[src/common/led_params_pkg.sv]
// Key and LED counts, duty width, triangle period, divider limits and wave offsets
`default_nettype none

package led_params_pkg;

    // -------------------------------------------------------------------------
    // Counts
    // -------------------------------------------------------------------------
    localparam int num_music_keys = 6;
    localparam int num_mode_leds  = 4;
    localparam int num_channels   = 3;    // Red, green, blue
    localparam int num_waves      = 5;

    localparam int duty_width = 8;
    localparam logic [duty_width-1:0] full_duty = 8'd255;

    // Triangle phase runs 0 to 511, one step per clock
    localparam int wave_period = 512;

    // -------------------------------------------------------------------------
    // Colour divider range and step
    // -------------------------------------------------------------------------
    localparam logic [duty_width-1:0] div_min   = 8'd1;
    localparam logic [duty_width-1:0] div_max   = 8'd25;
    localparam logic [duty_width-1:0] div_step  = 8'd3;
    localparam logic [duty_width-1:0] div_reset = 8'd1;

    // Added to the base triangle, one per wave
    localparam logic [duty_width-1:0] wave_offsets [num_waves] = '{
        8'd0, 8'd15, 8'd30, 8'd45, 8'd60
    };

endpackage

`default_nettype wire

[src/common/music_box_pkg.sv]
// Music box state codes, mode LED indices, trim key roles and the LED colour union
`default_nettype none

package music_box_pkg;

    // States from the music box state controller
    localparam int state_width = 5;
    localparam logic [state_width-1:0] state_idle     = 5'd0;
    localparam logic [state_width-1:0] state_song0    = 5'd1;
    localparam logic [state_width-1:0] state_song1    = 5'd2;
    localparam logic [state_width-1:0] state_play_rec = 5'd3;
    localparam logic [state_width-1:0] state_make_rec = 5'd4;

    // Mode LED positions on the panel
    localparam int mode_song0    = 0;
    localparam int mode_song1    = 1;
    localparam int mode_make_rec = 2;
    localparam int mode_play_rec = 3;

    // Top row raises a channel divider, bottom row lowers it
    localparam int raise_key_base = 0;
    localparam int lower_key_base = 3;

    // One RGB duty word, indexed by channel or by colour name
    typedef union packed {
        logic [led_params_pkg::num_channels-1:0][led_params_pkg::duty_width-1:0] ch;
        struct packed {
            logic [led_params_pkg::duty_width-1:0] blue;    // Channel 2
            logic [led_params_pkg::duty_width-1:0] green;   // Channel 1
            logic [led_params_pkg::duty_width-1:0] red;     // Channel 0
        } rgb;
    } led_color_u;

endpackage

`default_nettype wire

[src/verilog/brightness_mixer.sv]
// State dependent duty computation and duty registers for every key LED
`default_nettype none

module brightness_mixer (
    input  wire                                    CLK_10Khz,
    input  wire                                    reset_n,
    input  wire  [music_box_pkg::state_width-1:0]  state,
    input  wire  [led_params_pkg::num_waves-1:0][led_params_pkg::duty_width-1:0]    waves,
    input  wire  [led_params_pkg::num_channels-1:0][led_params_pkg::duty_width-1:0] dividers,
    output music_box_pkg::led_color_u [led_params_pkg::num_music_keys-1:0]          music_duty,
    output logic [led_params_pkg::num_mode_leds-1:0][led_params_pkg::duty_width-1:0] mode_duty
);

    music_box_pkg::led_color_u [led_params_pkg::num_music_keys-1:0]           music_next;
    logic [led_params_pkg::num_mode_leds-1:0][led_params_pkg::duty_width-1:0] mode_next;
    logic                                                                     animate;

    assign animate = (state == music_box_pkg::state_idle) ||
                     (state == music_box_pkg::state_make_rec);

    always_comb begin
        music_next = '0;
        mode_next  = '0;

        // Both panel rows reuse waves 0 to 2, one per column
        if (animate) begin
            for (int j = 0; j < led_params_pkg::num_music_keys; j++) begin
                for (int c = 0; c < led_params_pkg::num_channels; c++) begin
                    music_next[j].ch[c] = waves[j % led_params_pkg::num_channels] / dividers[c];
                end
            end
        end

        // ---------------------------------------------------------------------
        // Mode keys pulse at half brightness in idle and are solid otherwise
        // ---------------------------------------------------------------------
        case (state)
            music_box_pkg::state_idle: begin
                mode_next[music_box_pkg::mode_song0]    = waves[3] >> 1;
                mode_next[music_box_pkg::mode_make_rec] = waves[3] >> 1;
                mode_next[music_box_pkg::mode_song1]    = waves[4] >> 1;
                mode_next[music_box_pkg::mode_play_rec] = waves[4] >> 1;
            end
            music_box_pkg::state_song0:
                mode_next[music_box_pkg::mode_song0] = led_params_pkg::full_duty;
            music_box_pkg::state_song1:
                mode_next[music_box_pkg::mode_song1] = led_params_pkg::full_duty;
            music_box_pkg::state_play_rec:
                mode_next[music_box_pkg::mode_play_rec] = led_params_pkg::full_duty;
            music_box_pkg::state_make_rec:
                mode_next[music_box_pkg::mode_make_rec] = led_params_pkg::full_duty;
            default: ;   // Unknown codes stay dark
        endcase
    end

    always_ff @(posedge CLK_10Khz or negedge reset_n) begin
        if (!reset_n) begin
            music_duty <= '0;
            mode_duty  <= '0;
        end else begin
            music_duty <= music_next;
            mode_duty  <= mode_next;
        end
    end

endmodule

`default_nettype wire

[src/verilog/color_trim.sv]
// Key press edge detection and the three colour divider registers
`default_nettype none

module color_trim (
    input  wire                                       CLK_10Khz,
    input  wire                                       reset_n,
    input  wire  [music_box_pkg::state_width-1:0]     state,
    input  wire  [led_params_pkg::num_music_keys-1:0] keys,     // Active low
    output logic [led_params_pkg::num_channels-1:0][led_params_pkg::duty_width-1:0] dividers
);

    logic [led_params_pkg::num_music_keys-1:0] keys_q;     // Previous sample
    logic [led_params_pkg::num_music_keys-1:0] pressed;
    logic                                      trim_en;

    // Falling edge on an active low key
    assign pressed = keys_q & ~keys;

    // Trimming only while the keys are not playing notes
    assign trim_en = (state == music_box_pkg::state_idle) ||
                     (state == music_box_pkg::state_make_rec);

    always_ff @(posedge CLK_10Khz or negedge reset_n) begin
        if (!reset_n) begin
            keys_q <= '1;
            for (int c = 0; c < led_params_pkg::num_channels; c++) begin
                dividers[c] <= led_params_pkg::div_reset;
            end
        end else begin
            keys_q <= keys;   // Sampled in every state
            if (trim_en) begin
                for (int c = 0; c < led_params_pkg::num_channels; c++) begin
                    // Lower wins when both keys of a channel hit together
                    if (pressed[music_box_pkg::lower_key_base + c] &&
                        dividers[c] > led_params_pkg::div_min) begin
                        dividers[c] <= dividers[c] - led_params_pkg::div_step;
                    end else if (pressed[music_box_pkg::raise_key_base + c] &&
                                 dividers[c] < led_params_pkg::div_max) begin
                        dividers[c] <= dividers[c] + led_params_pkg::div_step;   // Dimmer
                    end
                end
            end
        end
    end

endmodule

`default_nettype wire

[src/verilog/led_controller.sv]
// Key light controller top level with colour trim, wave bank, mixer and PWM outputs
`default_nettype none

module led_controller (
    input  wire                                          CLK_10Khz,
    input  wire                                          reset_n,
    input  wire  [music_box_pkg::state_width-1:0]        state,
    input  wire  [led_params_pkg::num_music_keys-1:0]    keys,        // Active low
    output logic [led_params_pkg::num_music_keys-1:0][led_params_pkg::num_channels-1:0] music_pins,
    output logic [led_params_pkg::num_mode_leds-1:0]     mode_pins
);

    logic [led_params_pkg::num_channels-1:0][led_params_pkg::duty_width-1:0] dividers;
    logic [led_params_pkg::num_waves-1:0][led_params_pkg::duty_width-1:0]    waves;
    music_box_pkg::led_color_u [led_params_pkg::num_music_keys-1:0]          music_duty;
    logic [led_params_pkg::num_mode_leds-1:0][led_params_pkg::duty_width-1:0] mode_duty;

    // -------------------------------------------------------------------------
    // Input side
    // -------------------------------------------------------------------------
    color_trim i_color_trim (
        .CLK_10Khz (CLK_10Khz),
        .reset_n   (reset_n),
        .state     (state),
        .keys      (keys),
        .dividers  (dividers)
    );

    triangle_wave_bank i_triangle_wave_bank (
        .CLK_10Khz (CLK_10Khz),
        .reset_n   (reset_n),
        .waves     (waves)
    );

    // Duty registers run one clock behind waves and dividers
    brightness_mixer i_brightness_mixer (
        .CLK_10Khz  (CLK_10Khz),
        .reset_n    (reset_n),
        .state      (state),
        .waves      (waves),
        .dividers   (dividers),
        .music_duty (music_duty),
        .mode_duty  (mode_duty)
    );

    // -------------------------------------------------------------------------
    // Output side
    // -------------------------------------------------------------------------
    pwm_bank i_pwm_bank (
        .CLK_10Khz  (CLK_10Khz),
        .reset_n    (reset_n),
        .music_duty (music_duty),
        .mode_duty  (mode_duty),
        .music_pins (music_pins),
        .mode_pins  (mode_pins)
    );

endmodule

`default_nettype wire

[src/verilog/pwm_bank.sv]
// Shared PWM counter and registered pin outputs for music and mode LEDs
`default_nettype none

module pwm_bank (
    input  wire  CLK_10Khz,
    input  wire  reset_n,
    input  wire  music_box_pkg::led_color_u [led_params_pkg::num_music_keys-1:0] music_duty,
    input  wire  [led_params_pkg::num_mode_leds-1:0][led_params_pkg::duty_width-1:0] mode_duty,
    output logic [led_params_pkg::num_music_keys-1:0][led_params_pkg::num_channels-1:0] music_pins,
    output logic [led_params_pkg::num_mode_leds-1:0] mode_pins
);

    logic [led_params_pkg::duty_width-1:0] count;

    always_ff @(posedge CLK_10Khz or negedge reset_n) begin
        if (!reset_n) begin
            count      <= '0;
            music_pins <= '0;
            mode_pins  <= '0;
        end else begin
            count <= count + 1'b1;   // 256 clock PWM frame

            // Pin order per key is R, G, B
            for (int j = 0; j < led_params_pkg::num_music_keys; j++) begin
                music_pins[j][0] <= count < music_duty[j].rgb.red;
                music_pins[j][1] <= count < music_duty[j].rgb.green;
                music_pins[j][2] <= count < music_duty[j].rgb.blue;
            end

            // Full duty still drops for one count per frame
            for (int m = 0; m < led_params_pkg::num_mode_leds; m++) begin
                mode_pins[m] <= count < mode_duty[m];
            end
        end
    end

endmodule

`default_nettype wire

[src/verilog/triangle_wave_bank.sv]
// Shared phase counter and five phase shifted triangle waves
`default_nettype none

module triangle_wave_bank (
    input  wire  CLK_10Khz,
    input  wire  reset_n,
    output logic [led_params_pkg::num_waves-1:0][led_params_pkg::duty_width-1:0] waves
);

    logic [$clog2(led_params_pkg::wave_period)-1:0] phase;
    logic [led_params_pkg::duty_width-1:0]          base;
    logic [led_params_pkg::duty_width:0]            sum [led_params_pkg::num_waves];

    always_ff @(posedge CLK_10Khz or negedge reset_n) begin
        if (!reset_n) begin
            phase <= '0;
        end else begin
            phase <= phase + 1'b1;   // Wraps after 511
        end
    end

    // Upper half mirrors the lower half, ~p is 511 - p there
    assign base = phase[$high(phase)] ? ~phase[led_params_pkg::duty_width-1:0]
                                      :  phase[led_params_pkg::duty_width-1:0];

    // -------------------------------------------------------------------------
    // Offset and fold back into 0..255
    // -------------------------------------------------------------------------
    always_comb begin
        for (int i = 0; i < led_params_pkg::num_waves; i++) begin
            sum[i] = {1'b0, base} + {1'b0, led_params_pkg::wave_offsets[i]};
            if (sum[i] > {1'b0, led_params_pkg::full_duty}) begin
                // 510 - s reflects the overshoot off the top
                sum[i] = {led_params_pkg::full_duty, 1'b0} - sum[i];
            end
            waves[i] = sum[i][led_params_pkg::duty_width-1:0];
        end
    end

endmodule

`default_nettype wire
[config.mk]
export PLATFORM = sky130hd
export DESIGN_NAME = led_controller
export DESIGN_NICKNAME = d
export VERILOG_FILES = /design/src/common/led_params_pkg.sv /design/src/common/music_box_pkg.sv /design/src/verilog/brightness_mixer.sv /design/src/verilog/color_trim.sv /design/src/verilog/led_controller.sv /design/src/verilog/pwm_bank.sv /design/src/verilog/triangle_wave_bank.sv
export SDC_FILE = /design/constraint.sdc
export NUM_CORES = 1
export LEC_CHECK = 0
export ABC_AREA = 1
export BUFFER_PORTS_ARGS = -buffer_cell sky130_fd_sc_hd__buf_2
export CAP_MARGIN = 10
export CORE_MARGIN = 5
export CORE_UTILIZATION = 54
export CTS_CLUSTER_DIAMETER = 80
export DETAILED_ROUTE_END_ITERATION = 6
export GPL_ROUTABILITY_DRIVEN = 0
export PLACE_DENSITY = 0.73
export RECOVER_POWER = 50
export SYNTH_ARGS = -nofsm -noshare
export SYNTH_HDL_FRONTEND = slang
export SYNTH_SLANG_ARGS = --single-unit
[constraint.sdc]
create_clock -name CLK_10Khz -period 12.1 [get_ports CLK_10Khz]
set_clock_uncertainty 0.05 [all_clocks]
set_input_delay 1.815 -clock CLK_10Khz [delete_from_list [all_inputs] [get_ports CLK_10Khz]]
set_output_delay 1.815 -clock CLK_10Khz [all_outputs]
set_load 0.05 [all_outputs]
==> results of run 1 <==
## layout make-up
class	count	share of cell area, %
clock buffers	20	1.831
well taps	532	2.669
inverters	554	8.433
flip-flops and latches	164	16.50
clock inverters	12	0.4365
repair buffers	153	4.114
multi-input cells	2416	66.02
## layer usage
layer	global-route usage [%]	vias to the layer above
met5	0	-
met4	12.74	0
met3	3.467	150
met2	45.73	549
met1	34.57	10060
li1	-	10700
## cells in the mapped netlist (16+ instances only)
master    count  area, sq um
a21o_1       26        195.2
o211ai_1     23        172.7
dfrtp_1     155         3879
nor2_1      183        686.9
o21ai_1      69        345.3
o21ai_0     205         1026
nor3_1       26        130.1
a21boi_0     17        127.6
ha_1        453         5668
xnor2_1      53        464.2
or2_2        39        244.0
xor2_1      110        963.4
nand3_1     165        825.8
nand2_2      24        150.1
clkbuf_1     16        60.06
nand2_1     630         2365
inv_1       538         2019
o21bai_1     56        420.4
and2_1       29        181.4
a21oi_1     185        925.9
o21ai_2      28        245.2
## kinds of logic (layout without fill, tap and decap cells)
family          after synthesis  count (layout)  synth area share (%)
xor+xnor                    167             167                 6.777
flops                       164             164                 18.41
compound gates              652             652                 16.97
buf+inv                     587             739                 10.14
fa+ha+maj                   456             456                 25.62
simple gates               1141            1141                 22.09
## metrics by stage
step	hold slack (ns)	utilization, %
2_1_floorplan	0.4100	-
3_3_place_gp	0.4335	57.70
3_5_place_dp	0.4430	57.70
4_1_cts	0.4512	59.15
5_1_grt	0.4792	60.94
6_report	0.4531	60.94
## state kept, by name, indices dropped and copies added, names as in the netlist
signal / count
i_pwm_bank.count: 8
i_color_trim.keys_q: 6
i_brightness_mixer.music_duty: 72
i_color_trim.dividers: 24
i_pwm_bank.mode_pins: 4
i_brightness_mixer.mode_duty: 32
i_triangle_wave_bank.phase: 9
i_pwm_bank.music_pins: 9
## final timing paths
| kind | end | slack (ns) |
|---|---|---|
| max in group asynchronous | i_brightness_mixer.mode_duty[22] | 5.64 |
| setup / recovery | i_brightness_mixer.music_duty[24] | 0.69 |
| setup reg to reg | i_brightness_mixer.music_duty[24] | 0.69 |
| hold reg to reg | i_triangle_wave_bank.phase[0] | 0.45 |
| min in group asynchronous | i_brightness_mixer.music_duty[48] | 3.27 |
| hold / removal | i_triangle_wave_bank.phase[0] | 0.45 |
## repair_timing
action	4_1_cts	5_1_grt
pin swaps	0	47
gates resized for setup	11	165
buffers inserted	0	40
setup endpoints to repair	4	10
## worst reg2reg max path: cells and delay by family, from the launching register on
kind	cells	cell delay, ns
adder cells (fa/ha/maj)	8	2.39
AND/OR/NAND/NOR	29	2.71
buffers and inverters	16	1.37
flip-flops	1	0.42
AO/OA/AOI/OAI	30	4.33
==> results.toml, run 1 <==
[clock_network]
htreeDepth = 4
clkLatencyLatePin_ns = 0.47
clkTransAtPathRegs_ns = 0.07
cts_made_buffers = 17
ctsHoldBuffers = 0
cts_tree = "yes"
clock_path_buffers = 2
cts_root_buf = "clkbuf_16"
cts.sinks = 164

[hold_path]
hp-class = "flip-flop to flip-flop"
holdPathStages = 1
hold_start = "i_triangle_wave_bank.phase[0]"

[routing]
wl_met2_um = 29920
wl_um = 63040
wl_per_cell_um = 16.37
dr.pass1.iters = 6
highest_layer = "met4"
drt_iter0_drc = 1340
routed_via_density = 5.571
drcViolationCount = 0
final_antenna_net_count = 0
wl_met3_um = 3329
met1_length_um = 27110
via_count = 21450

[global_route]
gr-total-overflow = 0
antenna_found_initial = 0
grt_max_degree = 88
grt_pass1_vias = 20590
grt_pass1_wl_um = 99920
grt_use_total_pct = 27.09

[timing]
rsz0062_at_grt = "true"
max_freq_ghz = 0.08761
fin_crit_sh_pct = 94.34
finalCriticalPeriod_ns = 11.41
hold_viol_final = 0
slew_headroom_pct = -262.9
maxSlewViolCount = 104
fin_ws_ns = 0.6852
worst_slew_pin_slew_ns = 5.443
totalNegativeSetupSlack_ns = 0
setup_violations = 0

[worst_setup_path]
crit_path_start = "i_triangle_wave_bank.phase[8]"
cp_data_required_time_ns = 12.42
critPathTopFamily = "compound AO/OA/AOI/OAI gates"
crit_path_frequent_cell = "nand2_1"
r2r.worst_path.cells = 83
crit_cells = 83
cp-start-kind = "flip-flop"
cp_max_fo = 9
endpoint_kind = "flip-flop"
cp_slowest_stage_delay_ns = 0.42
slowest_stage = "dfrtp_1"
worstReg2RegStart = "i_triangle_wave_bank.phase[8]"
cp.arrival_ns = 11.73
crit_buf_inv = 16
critical_path_class = "flip-flop to flip-flop"

[synthesis]
syn_nets = 3636
synth_edf_count = 0
yosysWarnings = 0
synth.avg_cell_area_sq_um = 7.060
synth_area_sq_um = 22360
ys_seq_area_share_pct = 18.41
synth_flop_cell = "dfrtp_1"
synth_seq_cells = 164
synth_cell_type_count = 56
syn_inst = 3167
async_flop_share_pct = 100.0

[place]
place_area_sq_um = 23610
dp_slack_ns = -0.5697
post-dp-hpwl_um = 47510
port_buffers = 34
dp_cells = 3779

[die]
pin_count = 35
chipHeight_um = 213.5
initial_core_util_pct = 54.63
fp.dieW_um = 213.5
die-area_sq_um = 45580
num_rows = 74
core_area_sq_um = 40920

[final_layout]
final_cells = 3851
n_antenna_cell = 0
syn_to_final_growth_pct = 11.54
drive_above_1_share_pct = 12.23
num-fill-cells = 3691
regArea_sq_um = 4115
final_common_cell = "nand2_1"
multi_input_area_sq_um = 16460
final_cell_mix = "624 x nand2_1, 514 x inv_1, 447 x ha_1"
final_area_sq_um = 24940
final_nets = 3775

[flow_run]
max_cap_violations = 2

[run_status]
outcome = "complete, but fails checks"
violations = "max-capacitance violations, max-slew violations"
Power of run 1 is left out: the tool's default activity adds up to more than one toggle a clock period on the data nets, which glitch-free logic cannot reach.
==> run 2, diff against run 1 <==
--- a/config.mk
+++ b/config.mk
@@ -9,10 +9,10 @@
 export BUFFER_PORTS_ARGS = -buffer_cell sky130_fd_sc_hd__buf_2
 export CAP_MARGIN = 10
+export CORE_ASPECT_RATIO = 0.6
 export CORE_MARGIN = 5
-export CORE_UTILIZATION = 54
+export CORE_UTILIZATION = 23
 export CTS_CLUSTER_DIAMETER = 80
 export DETAILED_ROUTE_END_ITERATION = 6
 export GPL_ROUTABILITY_DRIVEN = 0
-export PLACE_DENSITY = 0.73
 export RECOVER_POWER = 50
 export SYNTH_ARGS = -nofsm -noshare
==> constraint.sdc (replaced) <==
create_clock -name CLK_10Khz -period 12.1 [get_ports CLK_10Khz]
set_clock_uncertainty 0.05 [all_clocks]
set_input_delay 1.21 -clock CLK_10Khz [delete_from_list [all_inputs] [get_ports CLK_10Khz]]
set_output_delay 1.21 -clock CLK_10Khz [all_outputs]
set_load 0.05 [all_outputs]
==> run 2 against run 1 <==
  * The flow still finishes with violations (max-capacitance violations, max-slew violations)
  * Critical path depth increased by 2
  * Flip-flop and latch count stayed put
  * Register-to-register slack better by 0.12 ns
  * Hold slack improved by 0.036 ns
  * Non-clock buffer count grew 21
  * Die area up 130%
  * Via count is 3.8% lower
  * Utilization shrank 34 points
  * Clock-buffer cell count decreased by 3
  * Design area is 5.1% higher
  * Highest routed layer is now met5
==> results.toml, run 2 (same netlist as run 1, synthesis figures left out) <==
[worst_setup_path]
critical_path_class = "flip-flop to flip-flop"
cp_data_required_time_ns = 12.42
cp_slowest_stage_delay_ns = 0.42
crit_path_frequent_cell = "nand2_1"
cp_max_fo = 7
slowest_stage = "dfrtp_1"
cp-start-kind = "flip-flop"
endpoint_kind = "flip-flop"
cp.arrival_ns = 11.61

[timing]
hold-worst-slack_ns = 0.4892
worst_slew_pin_slew_ns = 3.406
finalCriticalPeriod_ns = 11.29
maxSlewViolCount = 200
slew_headroom_pct = -127.0
rsz0062_at_grt = "true"
setup_violations = 0
hold_viol_final = 0
fin_crit_sh_pct = 93.32
max_freq_ghz = 0.08856

[global_route]
gr-total-overflow = 0
antenna_found_initial = 3
grt_pass1_vias = 18470
grt_pass1_wl_um = 104300
grt_max_degree = 61
grt_use_total_pct = 12.63

[routing]
wl_per_cell_um = 14.64
dr.pass1.iters = 7
wl_um = 68010
final_antenna_net_count = 0
routed_via_density = 4.443
drt_iter0_drc = 1657
via_count = 20640
drcViolationCount = 0

[final_layout]
num-fill-cells = 10570
n_antenna_cell = 0
largest_register_ffs = 72
final_area_sq_um = 26220
syn_to_final_growth_pct = 17.28
largest_register = "i_brightness_mixer.music_duty"
drive_above_1_share_pct = 14.13
top_regs = "i_brightness_mixer.music_duty: 72 flops, i_brightness_mixer.mode_duty: 32 flops, i_color_trim.dividers: 24 flops"
postLayoutCoreUtil_pct = 27.25
final_cells = 4645
final_cell_mix = "619 x nand2_1, 516 x inv_1, 449 x ha_1"
final_nets = 3796
final_common_cell = "nand2_1"

[clock_network]
clkLatencyLatePin_ns = 0.46
htreeDepth = 4
cts_root_buf = "clkbuf_16"
clkTransAtPathRegs_ns = 0.08
cts.sinks = 164
clock_path_buffers = 2
ctsHoldBuffers = 0
cts_made_buffers = 17
cts_tree = "yes"

[flow_run]
max_cap_violations = 5

[die]
initial_core_util_pct = 23.23
chipHeight_um = 251.5
fp.dieW_um = 412.5
pin_count = 35
num_rows = 88
core_area_sq_um = 96230
die-area_sq_um = 103800

[place]
port_buffers = 34
place_area_sq_um = 24660
post-dp-hpwl_um = 52490
dp_cells = 4562

[run_status]
violations = "max-capacitance violations, max-slew violations"
outcome = "complete, but fails checks"

[hold_path]
hp-class = "flip-flop to flip-flop"
[run 2: cell types whose count changed in the layout (fill, tap and decap cells not counted), sizes merged]
| cell | delta |
|---|---|
| bufinv | +2 |
| clkinv | -1 |
| clkbuf | -20 |
| buf | +38 |
| clkinvlp | -1 |
| inv | +3 |
[run 2: what timing repair did]
action,in CTS,in global routing
pin swaps,0,69
setup buffers,0,51
endpoints found under the setup margin,4,10
resized for setup,9,185
[run 2: final cells by class]
| cell class | count | area, sq um | share of cell area (%) |
|---|---|---|---|
| Multi-Input combinational cell | 2416 | 16550 | 63.13 |
| Sequential cell | 164 | 4116 | 15.70 |
| Inverter | 554 | 2088 | 7.964 |
| Tap cell | 1305 | 1633 | 6.227 |
| Timing Repair Buffer | 174 | 1219 | 4.647 |
| Clock buffer | 17 | 425.4 | 1.622 |
| Clock inverter | 15 | 186.4 | 0.7109 |
[run 2: routing by layer]
metal  vias up  global-route usage (%)  part of all wire (%)
li1      10740                       -                     -
met1      9347                   20.08                    53
met2       509                   17.15                    38
met3        40                   2.735                   7.5
met4         2                   2.253                   1.0
met5         -                       0                 0.019
[run 2: critical path: cells and delay by family, from the launching register on]
kind	cells	cell delay (ns)
adders and majority gates	9	2.45
DFF	1	0.42
AOI/OAI and AO/OA	26	3.53
and+or+nand+nor	33	3.29
buffers and inverters	17	1.40
[run 2: stage by stage]
stage / setup WS [ns] / TNS (ns)
floorplan: 0.2124 / 0
global placement: -0.04193 / -0.04193
detailed placement: -0.3865 / -0.4134
CTS: 0.03253 / 0
global route: -0.1175 / -0.4080
finish: 0.8088 / 0
[run 2: worst paths after layout]
path / from / to / slack (ns) / cells after the start
setup / recovery: i_triangle_wave_bank.phase[8] / i_brightness_mixer.music_duty[24] / 0.81 / 85
setup reg to reg: i_triangle_wave_bank.phase[8] / i_brightness_mixer.music_duty[24] / 0.81 / 85
hold / removal: i_triangle_wave_bank.phase[0] / i_triangle_wave_bank.phase[0] / 0.49 / 1
max in group asynchronous: reset_n / i_color_trim.dividers[23] / 5.76 / 2
hold reg to reg: i_triangle_wave_bank.phase[0] / i_triangle_wave_bank.phase[0] / 0.49 / 1
min in group asynchronous: reset_n / i_brightness_mixer.music_duty[48] / 1.64 / 1
Power of run 2 is left out for the same reason.
